[src/hw/usb3_defines.svh]
////////////////////////////////////////////////////////////
// PIPE symbols, training counts and strap values
// counts fit the 4-bit os counter and the 10-bit timer
////////////////////////////////////////////////////////////

`ifndef USB3_DEFINES_SVH
`define USB3_DEFINES_SVH

// pipe word, 32-bit sdr
`define PIPE_W				32
`define PIPE_K_W			4

// 8b/10b symbols
`define SYM_COM				8'hBC
`define SYM_TS1_ID			8'h4A
`define SYM_TS2_ID			8'h45
`define OS_DATAK			4'b0001		// only byte 0 is a k-symbol

// training
`define TS1_COUNT			4'd8		// consecutive sets before moving on
`define TS2_COUNT			4'd8
`define POLL_TIMEOUT		10'd200		// cycles per polling state

// tx margin
`define STRAP_TX_MARGIN		3'b011		// ssc disable, sampled by phy in reset
`define TX_MARGIN_NORMAL	3'b000

`endif

[src/hw/usb3_pkg.sv]
////////////////////////////////////////////////////////////
// shared enums; power_state_e follows PIPE power-down coding
////////////////////////////////////////////////////////////

`default_nettype none

package usb3_pkg;

	typedef enum logic [2:0] {
		ST_DETECT		= 3'd0,
		ST_POWER_UP		= 3'd1,
		ST_POLL_TS1		= 3'd2,
		ST_POLL_TS2		= 3'd3,
		ST_U0			= 3'd4,
		ST_POWER_DOWN	= 3'd5
	} ltssm_state_e;

	typedef enum logic [1:0] {SEL_IDLE, SEL_TS1, SEL_TS2, SEL_DATA} os_sel_e;

	typedef enum logic [1:0] {P0 = 2'd0, P1 = 2'd1, P2 = 2'd2, P3 = 2'd3} power_state_e;

endpackage

`default_nettype wire

[src/hw/pipe_reset_strap.sv]
////////////////////////////////////////////////////////////
// core reset leaves two cycles after rst_n and pwrpresent
// strap margin is only valid while core_rst_n is low
////////////////////////////////////////////////////////////

`timescale 1ns/100ps
`default_nettype none

`include "usb3_defines.svh"

module pipe_reset_strap (
	input  wire				phy_pipe_half_clk,
	input  wire				rst_n,
	input  wire				phy_pwrpresent,
	output logic			core_rst_n,
	output logic			phy_reset_n,
	output logic			phy_phy_reset_n,
	input  wire		[2:0]	tx_margin_run,
	output logic	[2:0]	phy_tx_margin
);

	logic	local_rst_n;
	logic	rst_meta;				// first sync stage

	assign local_rst_n = rst_n & phy_pwrpresent;

	always_ff @(posedge phy_pipe_half_clk) begin
		rst_meta <= local_rst_n;
		core_rst_n <= rst_meta;
	end

	assign phy_reset_n = rst_n;				// full phy reset loses pll lock
	assign phy_phy_reset_n = local_rst_n;	// cable pull resets phy with the core

	// strap value is latched by the phy while we hold reset
	assign phy_tx_margin = core_rst_n ? tx_margin_run : `STRAP_TX_MARGIN;

	a_pwr_loss: assert property (@(posedge phy_pipe_half_clk)
		!phy_pwrpresent && !$past(phy_pwrpresent) |=> !core_rst_n);

endmodule

`default_nettype wire

[src/hw/ltssm_timer.sv]
////////////////////////////////////////////////////////////
// restarts on any state change, saturates at POLL_TIMEOUT
////////////////////////////////////////////////////////////

`timescale 1ns/100ps
`default_nettype none

`include "usb3_defines.svh"

module ltssm_timer (
	input  wire							phy_pipe_half_clk,
	input  wire							core_rst_n,
	input  wire usb3_pkg::ltssm_state_e	state,
	output logic						expired
);

	usb3_pkg::ltssm_state_e	state_q;
	logic	[9:0]			cnt;
	logic					same_state;

	assign same_state = (state == state_q);

	always_ff @(posedge phy_pipe_half_clk) begin
		if (!core_rst_n) begin
			state_q <= usb3_pkg::ST_DETECT;
			cnt <= '0;
		end else begin
			state_q <= state;
			if (!same_state)
				cnt <= 10'd1;				// the change cycle counts too
			else if (cnt != `POLL_TIMEOUT)
				cnt <= cnt + 10'd1;
		end
	end

	// masked on the change cycle so an old count never leaks through
	assign expired = same_state && (cnt == `POLL_TIMEOUT);

endmodule

`default_nettype wire

[src/hw/pipe_power_ctrl.sv]
////////////////////////////////////////////////////////////
// four-phase power-down handshake, one request at a time
// phy_phy_status is taken as the phy's done pulse
////////////////////////////////////////////////////////////

`timescale 1ns/100ps
`default_nettype none

module pipe_power_ctrl (
	input  wire							phy_pipe_half_clk,
	input  wire							core_rst_n,
	input  wire							power_req,
	input  wire usb3_pkg::power_state_e	power_target,
	output logic						power_ack,
	output usb3_pkg::power_state_e		phy_power_down,
	input  wire							phy_phy_status
);

	localparam logic [1:0]	PH_IDLE = 2'd0;
	localparam logic [1:0]	PH_WAIT = 2'd1;		// new state driven, phy busy
	localparam logic [1:0]	PH_ACK  = 2'd2;

	logic	[1:0]	phase;

	always_ff @(posedge phy_pipe_half_clk) begin
		if (!core_rst_n) begin
			phase <= PH_IDLE;
			phy_power_down <= usb3_pkg::P2;
		end else begin
			case (phase)
				PH_IDLE: if (power_req) begin
					phy_power_down <= power_target;
					phase <= PH_WAIT;
				end
				PH_WAIT: if (phy_phy_status) phase <= PH_ACK;
				PH_ACK:  if (!power_req) phase <= PH_IDLE;	// req dropped, close
				default: phase <= PH_IDLE;
			endcase
		end
	end

	assign power_ack = (phase == PH_ACK);

	a_ack_needs_req: assert property (@(posedge phy_pipe_half_clk) disable iff (!core_rst_n)
		$rose(power_ack) |-> power_req);

	// target may only move once the requester has let go
	a_target_stable: assert property (@(posedge phy_pipe_half_clk) disable iff (!core_rst_n)
		power_req && $past(power_req) |-> $stable(power_target));

endmodule

`default_nettype wire

[src/hw/ltssm_fsm.sv]
////////////////////////////////////////////////////////////
// reduced link training, no recovery and no U1/U2/U3
// polling timeout always falls back through P2 to detect
////////////////////////////////////////////////////////////

`timescale 1ns/100ps
`default_nettype none

`include "usb3_defines.svh"

module ltssm_fsm (
	input  wire							phy_pipe_half_clk,
	input  wire							core_rst_n,
	input  wire							phy_rx_elecidle,
	input  wire							expired,
	input  wire							ts1_done,
	input  wire							ts2_done,
	input  wire							power_ack,
	output logic						power_req,
	output usb3_pkg::power_state_e		power_target,
	output usb3_pkg::os_sel_e			os_sel,
	output usb3_pkg::ltssm_state_e		state,
	output logic						phy_tx_elecidle,
	output logic	[2:0]				tx_margin_run
);

	usb3_pkg::ltssm_state_e	state_nxt;
	logic					req_nxt;

	////////////////////////////////////////////////////////////
	// next state
	////////////////////////////////////////////////////////////

	always_comb begin
		state_nxt = state;
		req_nxt = power_req;
		case (state)
			usb3_pkg::ST_DETECT: begin
				if (!phy_rx_elecidle) state_nxt = usb3_pkg::ST_POWER_UP;	// partner seen
			end
			usb3_pkg::ST_POWER_UP, usb3_pkg::ST_POWER_DOWN: begin
				if (!power_req && !power_ack) begin
					req_nxt = 1'b1;		// wait for any old ack to clear first
				end else if (power_req && power_ack) begin
					req_nxt = 1'b0;
					if (state == usb3_pkg::ST_POWER_UP)
						state_nxt = usb3_pkg::ST_POLL_TS1;
					else
						state_nxt = usb3_pkg::ST_DETECT;
				end
			end
			usb3_pkg::ST_POLL_TS1: begin
				if (ts1_done) state_nxt = usb3_pkg::ST_POLL_TS2;
				else if (expired) state_nxt = usb3_pkg::ST_POWER_DOWN;
			end
			usb3_pkg::ST_POLL_TS2: begin
				if (ts2_done) state_nxt = usb3_pkg::ST_U0;
				else if (expired) state_nxt = usb3_pkg::ST_POWER_DOWN;
			end
			usb3_pkg::ST_U0: begin
				if (phy_rx_elecidle) state_nxt = usb3_pkg::ST_POWER_DOWN;	// partner gone
			end
			default: state_nxt = usb3_pkg::ST_DETECT;
		endcase
	end

	always_ff @(posedge phy_pipe_half_clk) begin
		if (!core_rst_n) begin
			state <= usb3_pkg::ST_DETECT;
			power_req <= 1'b0;
		end else begin
			state <= state_nxt;
			power_req <= req_nxt;
		end
	end

	////////////////////////////////////////////////////////////
	// outputs, decoded from state
	////////////////////////////////////////////////////////////

	always_comb begin
		case (state)
			usb3_pkg::ST_POLL_TS1: os_sel = usb3_pkg::SEL_TS1;
			usb3_pkg::ST_POLL_TS2: os_sel = usb3_pkg::SEL_TS2;
			usb3_pkg::ST_U0:       os_sel = usb3_pkg::SEL_DATA;
			default:               os_sel = usb3_pkg::SEL_IDLE;
		endcase
	end

	always_comb begin
		if (state == usb3_pkg::ST_POWER_UP)
			power_target = usb3_pkg::P0;
		else
			power_target = usb3_pkg::P2;		// power down, also the idle value
	end

	assign phy_tx_elecidle = (os_sel == usb3_pkg::SEL_IDLE);	// quiet outside polling and U0
	assign tx_margin_run = `TX_MARGIN_NORMAL;

	a_state_legal: assert property (@(posedge phy_pipe_half_clk) disable iff (!core_rst_n)
		state inside {usb3_pkg::ST_DETECT, usb3_pkg::ST_POWER_UP, usb3_pkg::ST_POLL_TS1,
			usb3_pkg::ST_POLL_TS2, usb3_pkg::ST_U0, usb3_pkg::ST_POWER_DOWN});

endmodule

`default_nettype wire

[src/hw/ordered_set_unit.sv]
////////////////////////////////////////////////////////////
// no back-pressure, link side takes a word every cycle
// TS words are COM plus three id bytes, no config fields
////////////////////////////////////////////////////////////

`timescale 1ns/100ps
`default_nettype none

`include "usb3_defines.svh"

module ordered_set_unit (
	input  wire							phy_pipe_half_clk,
	input  wire							core_rst_n,
	input  wire usb3_pkg::os_sel_e		os_sel,
	input  wire		[`PIPE_W-1:0]		phy_pipe_rx_data,
	input  wire		[`PIPE_K_W-1:0]		phy_pipe_rx_datak,
	input  wire							phy_pipe_rx_valid,
	output logic						ts1_done,
	output logic						ts2_done,
	output logic	[`PIPE_W-1:0]		phy_pipe_tx_data,
	output logic	[`PIPE_K_W-1:0]		phy_pipe_tx_datak,
	input  wire		[`PIPE_W-1:0]		link_tx_data,
	output logic	[`PIPE_W-1:0]		link_rx_data,
	output logic						link_rx_valid
);

	localparam logic [`PIPE_W-1:0]	TS1_WORD = {{3{`SYM_TS1_ID}}, `SYM_COM};
	localparam logic [`PIPE_W-1:0]	TS2_WORD = {{3{`SYM_TS2_ID}}, `SYM_COM};

	usb3_pkg::os_sel_e		sel_q;
	logic	[3:0]			os_cnt;
	logic	[3:0]			cnt_goal;
	logic	[`PIPE_W-1:0]	exp_word;
	logic					training;
	logic					sel_same;
	logic					os_hit;

	assign training = (os_sel == usb3_pkg::SEL_TS1) || (os_sel == usb3_pkg::SEL_TS2);
	assign exp_word = (os_sel == usb3_pkg::SEL_TS2) ? TS2_WORD : TS1_WORD;
	assign cnt_goal = (os_sel == usb3_pkg::SEL_TS2) ? `TS2_COUNT : `TS1_COUNT;
	assign sel_same = (os_sel == sel_q);
	assign os_hit = phy_pipe_rx_valid && training && (phy_pipe_rx_data == exp_word)
		&& (phy_pipe_rx_datak == `OS_DATAK);

	////////////////////////////////////////////////////////////
	// rx ordered-set counter
	////////////////////////////////////////////////////////////

	always_ff @(posedge phy_pipe_half_clk) begin
		if (!core_rst_n) begin
			sel_q <= usb3_pkg::SEL_IDLE;
			os_cnt <= '0;
		end else begin
			sel_q <= os_sel;
			if (!sel_same)
				os_cnt <= {3'd0, os_hit};			// first word of a new phase counts
			else if (phy_pipe_rx_valid && os_cnt != cnt_goal)
				os_cnt <= os_hit ? os_cnt + 4'd1 : 4'd0;	// must be consecutive
		end
	end

	// held at the goal until os_sel moves on
	assign ts1_done = sel_same && (os_sel == usb3_pkg::SEL_TS1) && (os_cnt == `TS1_COUNT);
	assign ts2_done = sel_same && (os_sel == usb3_pkg::SEL_TS2) && (os_cnt == `TS2_COUNT);

	////////////////////////////////////////////////////////////
	// tx word and link rx
	////////////////////////////////////////////////////////////

	always_ff @(posedge phy_pipe_half_clk) begin
		if (!core_rst_n) begin
			phy_pipe_tx_data <= '0;
			phy_pipe_tx_datak <= '0;
			link_rx_valid <= 1'b0;
		end else begin
			case (os_sel)
				usb3_pkg::SEL_TS1:  {phy_pipe_tx_datak, phy_pipe_tx_data} <= {`OS_DATAK, TS1_WORD};
				usb3_pkg::SEL_TS2:  {phy_pipe_tx_datak, phy_pipe_tx_data} <= {`OS_DATAK, TS2_WORD};
				usb3_pkg::SEL_DATA: {phy_pipe_tx_datak, phy_pipe_tx_data} <= {4'b0000, link_tx_data};
				default:            {phy_pipe_tx_datak, phy_pipe_tx_data} <= '0;
			endcase
			link_rx_valid <= phy_pipe_rx_valid && (os_sel == usb3_pkg::SEL_DATA);	// U0 only
		end
	end

	always_ff @(posedge phy_pipe_half_clk) link_rx_data <= phy_pipe_rx_data;

	a_done_excl: assert property (@(posedge phy_pipe_half_clk) disable iff (!core_rst_n)
		!(ts1_done && ts2_done));

endmodule

`default_nettype wire

[src/hw/usb3_pipe_top.sv]
////////////////////////////////////////////////////////////
// PIPE bring-up front end, one clock domain
// rx_elecidle and phy_status are plain inputs, no straps on them
////////////////////////////////////////////////////////////

`timescale 1ns/100ps
`default_nettype none

`include "usb3_defines.svh"

module usb3_pipe_top (
	input  wire							phy_pipe_half_clk,
	input  wire							rst_n,
	input  wire							phy_pwrpresent,
	input  wire							phy_rx_elecidle,
	input  wire							phy_phy_status,
	input  wire		[`PIPE_W-1:0]		phy_pipe_rx_data,
	input  wire		[`PIPE_K_W-1:0]		phy_pipe_rx_datak,
	input  wire							phy_pipe_rx_valid,
	input  wire		[`PIPE_W-1:0]		link_tx_data,
	output logic						phy_reset_n,
	output logic						phy_phy_reset_n,
	output logic	[2:0]				phy_tx_margin,
	output logic						phy_tx_elecidle,
	output usb3_pkg::power_state_e		phy_power_down,
	output logic	[`PIPE_W-1:0]		phy_pipe_tx_data,
	output logic	[`PIPE_K_W-1:0]		phy_pipe_tx_datak,
	output logic	[`PIPE_W-1:0]		link_rx_data,
	output logic						link_rx_valid,
	output usb3_pkg::ltssm_state_e		dbg_ltssm_state
);

	logic						core_rst_n;
	logic	[2:0]				tx_margin_run;
	logic						expired;
	logic						ts1_done;
	logic						ts2_done;
	logic						power_req;
	logic						power_ack;
	usb3_pkg::power_state_e		power_target;
	usb3_pkg::os_sel_e			os_sel;

	////////////////////////////////////////////////////////////
	// reset and straps
	////////////////////////////////////////////////////////////

	pipe_reset_strap u_reset_strap (
		.phy_pipe_half_clk	(phy_pipe_half_clk),
		.rst_n				(rst_n),
		.phy_pwrpresent		(phy_pwrpresent),
		.core_rst_n			(core_rst_n),
		.phy_reset_n		(phy_reset_n),
		.phy_phy_reset_n	(phy_phy_reset_n),
		.tx_margin_run		(tx_margin_run),
		.phy_tx_margin		(phy_tx_margin)
	);

	////////////////////////////////////////////////////////////
	// training, power and data path
	////////////////////////////////////////////////////////////

	ltssm_fsm u_fsm (
		.phy_pipe_half_clk	(phy_pipe_half_clk),
		.core_rst_n			(core_rst_n),
		.phy_rx_elecidle	(phy_rx_elecidle),
		.expired			(expired),
		.ts1_done			(ts1_done),
		.ts2_done			(ts2_done),
		.power_ack			(power_ack),
		.power_req			(power_req),
		.power_target		(power_target),
		.os_sel				(os_sel),
		.state				(dbg_ltssm_state),
		.phy_tx_elecidle	(phy_tx_elecidle),
		.tx_margin_run		(tx_margin_run)
	);

	ltssm_timer u_timer (
		.phy_pipe_half_clk	(phy_pipe_half_clk),
		.core_rst_n			(core_rst_n),
		.state				(dbg_ltssm_state),
		.expired			(expired)
	);

	pipe_power_ctrl u_power (
		.phy_pipe_half_clk	(phy_pipe_half_clk),
		.core_rst_n			(core_rst_n),
		.power_req			(power_req),
		.power_target		(power_target),
		.power_ack			(power_ack),
		.phy_power_down		(phy_power_down),
		.phy_phy_status		(phy_phy_status)
	);

	ordered_set_unit u_os (
		.phy_pipe_half_clk	(phy_pipe_half_clk),
		.core_rst_n			(core_rst_n),
		.os_sel				(os_sel),
		.phy_pipe_rx_data	(phy_pipe_rx_data),
		.phy_pipe_rx_datak	(phy_pipe_rx_datak),
		.phy_pipe_rx_valid	(phy_pipe_rx_valid),
		.ts1_done			(ts1_done),
		.ts2_done			(ts2_done),
		.phy_pipe_tx_data	(phy_pipe_tx_data),
		.phy_pipe_tx_datak	(phy_pipe_tx_datak),
		.link_tx_data		(link_tx_data),
		.link_rx_data		(link_rx_data),
		.link_rx_valid		(link_rx_valid)
	);

endmodule

`default_nettype wire

[config.mk]
export PLATFORM = sky130hd
export DESIGN_NAME = usb3_pipe_top
export DESIGN_NICKNAME = d
export VERILOG_FILES = /design/src/hw/usb3_pkg.sv /design/src/hw/pipe_reset_strap.sv /design/src/hw/ltssm_timer.sv /design/src/hw/pipe_power_ctrl.sv /design/src/hw/ltssm_fsm.sv /design/src/hw/ordered_set_unit.sv /design/src/hw/usb3_pipe_top.sv
export VERILOG_INCLUDE_DIRS = /design/src /design/src/hw
export SDC_FILE = /design/constraint.sdc
export NUM_CORES = 1
export LEC_CHECK = 0
export BUFFER_PORTS_ARGS = -buffer_cell sky130_fd_sc_hd__buf_2
export CAP_MARGIN = 0
export CORE_MARGIN = 5
export CORE_UTILIZATION = 47
export CTS_CLUSTER_SIZE = 30
export DETAILED_ROUTE_END_ITERATION = 10
export GPL_TIMING_DRIVEN = 0
export PLACE_DENSITY_LB_ADDON = 0.25
export SLEW_MARGIN = 30
export SYNTH_ARGS = -nofsm -noshare
export SYNTH_HDL_FRONTEND = slang
export SYNTH_SLANG_ARGS = --single-unit
[constraint.sdc]
create_clock -name phy_pipe_half_clk -period 3.5 [get_ports phy_pipe_half_clk]
set_input_delay 0.35 -clock phy_pipe_half_clk [delete_from_list [all_inputs] [get_ports phy_pipe_half_clk]]
set_output_delay 0.35 -clock phy_pipe_half_clk [all_outputs]
set_load 0.005 [all_outputs]
### Word level (Yosys, flattened, before mapping)

Index checks and enable logic that the tools add are counted.

| storage, ports and cells | value |
|---|---|
| input port bits | 74 |
| bits in registers | 98 |
| output and inout bits | 80 |
| latch bits | 0 |
| memory bits (writable) | 0 |
| memories | 0 |
| memory bits (read-only) | 0 |
| word-level logic and storage cells | 99 |

| cells by class | value |
|---|---|
| reductions and logical operators | 27 |
| shifts and indexed selects | 0 |
| div/mod/pow operators | 0 |
| multiplexer cells | 26 |
| bitwise operators | 1 |
| add/sub/neg operators | 2 |
| multipliers | 0 |
| equality and inequality tests | 27 |
| magnitude comparators | 0 |

Operator list:

| operator | count |
|---|---|
| one-hot mux 32 bit (3 select lines) | 1 |
| equality test 32 bit | 1 |
| two-way mux 28 bit | 1 |
| two-way mux 3 bit | 7 |
| != test 2 bit, second input constant | 8 |
| one-hot mux 3 bit (5 select lines) | 1 |
| logical AND 1 bit | 12 |
| two-way mux 2 bit | 6 |
| one-hot mux 2 bit (3 select lines) | 2 |
| adder 10 x 1 -> 10 bit, second input constant | 1 |
| equality test 10 x 8 -> 1 bit, second input constant | 1 |
| != test 10 x 8 -> 1 bit, second input constant | 1 |
| AND reduction 2 bit | 4 |
| two-way mux 1 bit | 7 |
| equality test 2 bit, second input constant | 3 |
| equality test 3 x 2 -> 1 bit, second input constant | 2 |
| equality test 3 bit, second input constant | 2 |
| adder 4 x 1 -> 4 bit, second input constant | 1 |
| equality test 2 x 1 -> 1 bit, second input constant | 2 |
| equality test 4 x 1 -> 1 bit, second input constant | 1 |
| equality test 4 bit, second input constant | 1 |
| logical NOT 2 bit | 2 |
| two-way mux 4 bit | 1 |
| != test 4 bit, second input constant | 1 |
| other kinds (12) | 14 |

### Depth between registers and ports, before layout

| logic depth | value |
|---|---|
| depth after elaboration | 10 |
| mapped depth | 11 |
| depth with buffers taken out | 9 |

### By module

Synthesis repeated with hierarchy kept, for this count alone.

| second synthesis, totals | value |
|---|---|
| cell total of the unflattened synthesis | 335 |
| area, all modules | 3,492.1 sq um |

By module, submodules not included:

| module | area an instance (sq um) | sequential area each (sq um) | cells each | instances |
|---|---|---|---|---|
| ordered_set_unit | 2,250.9 | 1,441.4 | 201 | 1 |
| ltssm_timer | 618.1 | 260.2 | 64 | 1 |
| ltssm_fsm | 377.9 | 80.1 | 45 | 1 |
| pipe_power_ctrl | 172.7 | 80.1 | 18 | 1 |
| pipe_reset_strap | 72.6 | 40.0 | 7 | 1 |

### Worst setup path before layout

OpenSTA, ideal clock, no wires.

| timing path | value |
|---|---|
| kind | register to register |
| start | reg u_fsm.state[0] |
| end | reg u_os.os_cnt[0] |
| path buffers | 2 |
| setup time | 0.069 ns |
| cell stages (with the launch flop) | 11 |
| path slack | 0.966 ns |
| arrival time | 2.465 ns |
| cell sequence | dfxtp_1 buf_2 buf_1 a21oi_1 inv_1 ha_1 nor4b_1 nand4_1 a2111oi_4 a21bo_1 a21oi_2 |

| between the ends | value |
|---|---|
| cells in the longest elaborated chain, start to end | 10 |
| elaborated cells between the ends (all ways) | 17 |

RTL lines:

| element | RTL line | RTL |
|---|---|---|
| from (decl) | ltssm_fsm.sv:22 | `output usb3_pkg::ltssm_state_e state,` |
| from (signal assigned) | ltssm_fsm.sv:69 | `state <= usb3_pkg::ST_DETECT;` |
| from (signal assigned) | ltssm_fsm.sv:72 | `state <= state_nxt;` |
| equality test 3 bit / equality test 3 x 2 -> 1 bit (equally long branches) | ltssm_fsm.sv:82 | `case (state)` |
| one-hot mux 2 bit (3 select lines) * | ltssm_fsm.sv:82 |  |
| via os_sel[0] | usb3_pipe_top.sv:41 | `usb3_pkg::os_sel_e os_sel;` |
| equality test 2 bit / equality test 2 x 1 -> 1 bit (equally long branches) | ordered_set_unit.sv:38, ordered_set_unit.sv:39 |  |
| two-way mux 28 bit / logical OR 1 bit (equally long branches) | ordered_set_unit.sv:39, ordered_set_unit.sv:38 |  |
| equality test 32 bit / logical AND 1 bit (equally long branches) | ordered_set_unit.sv:42 | `assign os_hit = phy_pipe_rx_valid && training && (phy_pipe_rx_data == exp_word)` |
| logical AND 1 bit (2 in a row) | ordered_set_unit.sv:42 |  |
| two-way mux 4 bit | ordered_set_unit.sv:58 | `os_cnt <= os_hit ? os_cnt + 4'd1 : 4'd0;` |
| two-way mux 1 bit | ordered_set_unit.sv:57 | `else if (phy_pipe_rx_valid && os_cnt != cnt_goal)` |
| two-way mux 1 bit | ordered_set_unit.sv:55 | `if (!sel_same)` |
| to (signal assigned) | ordered_set_unit.sv:56 | `os_cnt <= {3'd0, os_hit};` |
| to (signal assigned) | ordered_set_unit.sv:58 |  |
| to (decl) | ordered_set_unit.sv:31 | `logic [3:0] os_cnt;` |

Mark *: on every way through the listed nets, which the timed path passes. The rest lies on a longest branch. The select of a mux whose other input is x is not followed.
A chain may end at the register's enable or synchronous reset.

### Final worst setup path

Same ends and word-level chain as after synthesis.

==> summary.txt <==
Status
  – Outcome: complete, no violations

Power
  – Comb pwr share: 6.0%
  – Leak: around 0.0022 uW
  – Cell Pwr Density: about 430 mW/mm2
  – Worst VDD drop: 0.000377 V
  – Total power: 1970 uW
  – Sequential power share: 55.8%
  – Clock share of power: 38.2%
  – Cell internal pwr: 1500 uW
  – Switch share: 23.8%
  – Psw: about 470 uW

Global routing
  – First-pass GRT wire length: 13100 um
  – GRT overflow: 0
  – GRT Overall Usage: a little under a fifth
  – Vias in the first global route: 2914
  – Largest net degree at the start of global routing: 19
  – Antenna violations before repair: 0

STA
  – Fmax: 0.334 GHz
  – Final setup fails: 0
  – Setup ws final: 0.503 ns
  – Slew margin rel.: 61.6%
  – Period utilization: between 80% and 90%
  – Final Skew: 0.00690 ns
  – Setup TNS: 0 ns
  – Final min period: 3.00 ns
  – Worst Tran Pin Value: approximately 0.58 ns
  – Max Transition Viols Final: 0
  – Final hold vios: 0
  – RSZ-0062 raised after global routing: false

Yosys
  – Top_reg_cell synth: dfxtp_1
  – Synthesized area per cell: 10.2 um2
  – Commonest cells post-synth: 94 x dfxtp_1, 44 x nor2_1, 19 x a21oi_1, 16 x and2_1, 16 x nand2_1
  – Most frequent cell after synthesis: dfxtp_1
  – Sequential-to-total area share from yosys stat: 54.6%
  – Most area-hungry cell type in the Yosys netlist: dfxtp_1
  – Yosys warning count: 0
  – Post-Synthesis Cells: 338
  – Yosys top cell area share: 54.6%
  – Synth Register Bits: 94
  – Cell Area, Synth: 0.00345 mm2
  – Post-synth EDFFs: 0
  – Unique masters post-synth: 52
  – Ranking of synthesized cells by area: dfxtp_1 55%, nor2_1 4.8%, ha_1 4.0%
  – Post-synth ARST share: 0%

CTS
  – Clock transition at the registers of the reported paths: 0.10 ns
  – Htree depth: 3
  – Cts hold-fix bufs: 0
  – Root Driver: clkbuf_8
  – Num CTS Buffers: 9
  – Setup bufs post-CTS: 0
  – Longest Clk Path Bufs: 2
  – Post-CTS sizing: 0
  – TritonCTS clock tree: yes
  – Clock sink count: 94
  – Clk_lat worst skew: 0.35 ns

Final layout
  – Layout area overhead: 31.6%
  – Layout cell share with drive strength beyond 1: between 30% and 40%
  – Non-Filler Instances: 605
  – Final #Nets: 586
  – Final instance area: 0.00454 mm2
  – Filler cell count: 636
  – N_diodes: 0

Placed design
  – Placed Cells: 589
  – HPWL after DPL: 6520 um
  – DP Worst Slack: between 0.5 and 0.6 ns
  – Gp weighted congestion: 0.843
  – Post-DP Area: 0.00433 mm2
  – PortBufs: 148

Min path
  – Min-delay src: phy_pipe_rx_data[4]
  – Hold depth: 1
  – Hold Path Sink: u_os.link_rx_data[4]
  – Min-Delay Path Class: input pin to register

Worst setup path
  – Arrival time at the worst endpoint: 3.28 ns
  – Worst setup EP type: register
  – Critical path peak fanout: 10
  – Startpoint types: register
  – CP Launch Point: u_fsm.state[0]
  – Worst r2r path cells: 10
  – R2R setup slack: 0.50 ns
  – R2R Path Start: u_fsm.state[0]
  – Worst setup path class: register to register
  – Reg-to-reg endpoint: u_os.os_cnt[0]
  – CP required: around 3.8 ns

Routing
  – Total number of vias: a little under 3k
  – Drt total wl: 8260 um
  – First DRT Iteration DRCs: approximately 180
  – WL per Instance: between 10 and 15 um
  – # DRC: 0
  – DR pass1 iterations: 4
  – Routed via count divided by cell count: between 4 and 5
  – Remaining antenna violation count after routing: 0

Die
  – Die Y: 95.7 um
  – Die W: 95.7 um
  – FP Rows: 31
  – Initial Util: 47.8%
  – IO Pins: 154
  – Total core area: 0.00721 mm2
  – Die Area: 0.00915 mm2

Run
  – Max Cap Viol: 0
==> worst max-delay path, stage by stage, from the launching register on <==
cell	delay [ns]
dfxtp_1	0.32
buf_2	0.18
buf_1	0.24
a21oi_1	0.30
inv_1	0.15
ha_1	0.34
nor4b_1	0.35
nand4_1	0.23
a2111oi_4	0.44
a21bo_1	0.27
a21oi_2	0.10
==> metrics by stage <==
step	util, %	hold slack (ns)
floorplan	-	0.310
global placement	60.0	0.312
detailed placement	60.0	0.339
CTS	62.9	0.0811
global route	62.9	0.0718
finish	62.9	0.0957
==> power groups by stage <==
| stage | logic, uW | clock network, uW | registers (uW) |
|---|---|---|---|
| 5_1_grt | 132 | 820 | 1100 |
| 3_5_place_dp | 119 | 0 | 1120 |
| 4_1_cts | 120 | 769 | 1100 |
| 3_3_place_gp | 116 | 0 | 1120 |
| 2_1_floorplan | 38.6 | 0 | 1130 |
| 6_report | 118 | 754 | 1100 |
==> state kept, by name, summed over array words and instances (netlist names), 2 cells and up <==
| signal | count |
|---|---|
| u_os.phy_pipe_tx_data | 32 |
| u_os.sel_q | 2 |
| u_os.os_cnt | 4 |
| u_timer.cnt | 10 |
| u_fsm.state | 3 |
| u_os.link_rx_data | 32 |
| u_timer.state_q | 3 |
| u_power.phase | 2 |
==> how the worst max path moves through the flow <==
stage	to	slack, ns	depth (start not counted)
detailed placement	u_os.os_cnt[0]	0.51	10
CTS	u_os.os_cnt[0]	0.47	10
finish	u_os.os_cnt[0]	0.50	10
global route	u_os.os_cnt[0]	0.25	10
floorplan	u_os.os_cnt[0]	0.97	10
global placement	u_os.os_cnt[0]	0.58	10
==> layer usage <==
layer	up-vias	GRT usage, %	part of all wire (%)
met5	-	0	0
met4	0	7.58	1.5
met3	10	6.55	8.6
met2	96	31.3	51
met1	1353	21.2	39
li1	1475	-	-
==> cells by family (layout without fill, tap and decap cells) <==
| group | count (synthesis) | in the layout | share of synthesized area [%] |
|---|---|---|---|
| adder cells (fa/ha/maj) | 11 | 11 | 3.99 |
| flip-flops | 94 | 94 | 54.6 |
| multiplexers | 2 | 2 | 0.617 |
| AND/OR/NAND/NOR | 132 | 132 | 21.3 |
| AO/OA/AOI/OAI | 57 | 57 | 11.8 |
| XOR/XNOR | 13 | 13 | 3.30 |
| buffers and inverters | 28 | 192 | 4.32 |
| other | 1 | 5 | 0.109 |
==> final cells by class <==
class / instances / area (um2) / area share (%)
Sequential cell: 94 / 1880 / 41.5
Tap cell: 99 / 124 / 2.73
Inverter: 10 / 37.5 / 0.827
Clock buffer: 9 / 124 / 2.73
Clock inverter: 7 / 87.6 / 1.93
Timing Repair Buffer: 148 / 741 / 16.3
Multi-Input combinational cell: 220 / 1430 / 31.6
Buffer: 18 / 111 / 2.45
==> cells in the final DEF, fill, tap and decap left out, types with 2 or more instances in the layout <==
cell type | netlist | layout
nor2_1 | 44 | 44
nor3_1 | 2 | 2
buf_4 | 7 | 7
buf_2 | 2 | 150
a21o_1 | 13 | 13
buf_6 | 2 | 2
and2_1 | 16 | 16
a21oi_1 | 19 | 19
o21ai_0 | 6 | 6
inv_8 | 0 | 3
xnor2_1 | 7 | 7
nor4b_1 | 8 | 8
a311oi_1 | 2 | 2
and3_1 | 3 | 3
nor2b_1 | 3 | 3
and4bb_2 | 2 | 2
nand3_1 | 11 | 11
clkinvlp_4 | 0 | 2
clkbuf_1 | 6 | 6
dfxtp_1 | 94 | 94
conb_1 | 1 | 5
nand2b_1 | 6 | 6
clkbuf_8 | 0 | 9
and4b_2 | 2 | 2
nand2_1 | 16 | 16
ha_1 | 11 | 11
xor2_1 | 6 | 6
nand4_1 | 6 | 6
nor3b_1 | 2 | 2
inv_1 | 9 | 9
nand3b_1 | 3 | 3
a31oi_1 | 6 | 6
Power figures use the tool's default switching activity.
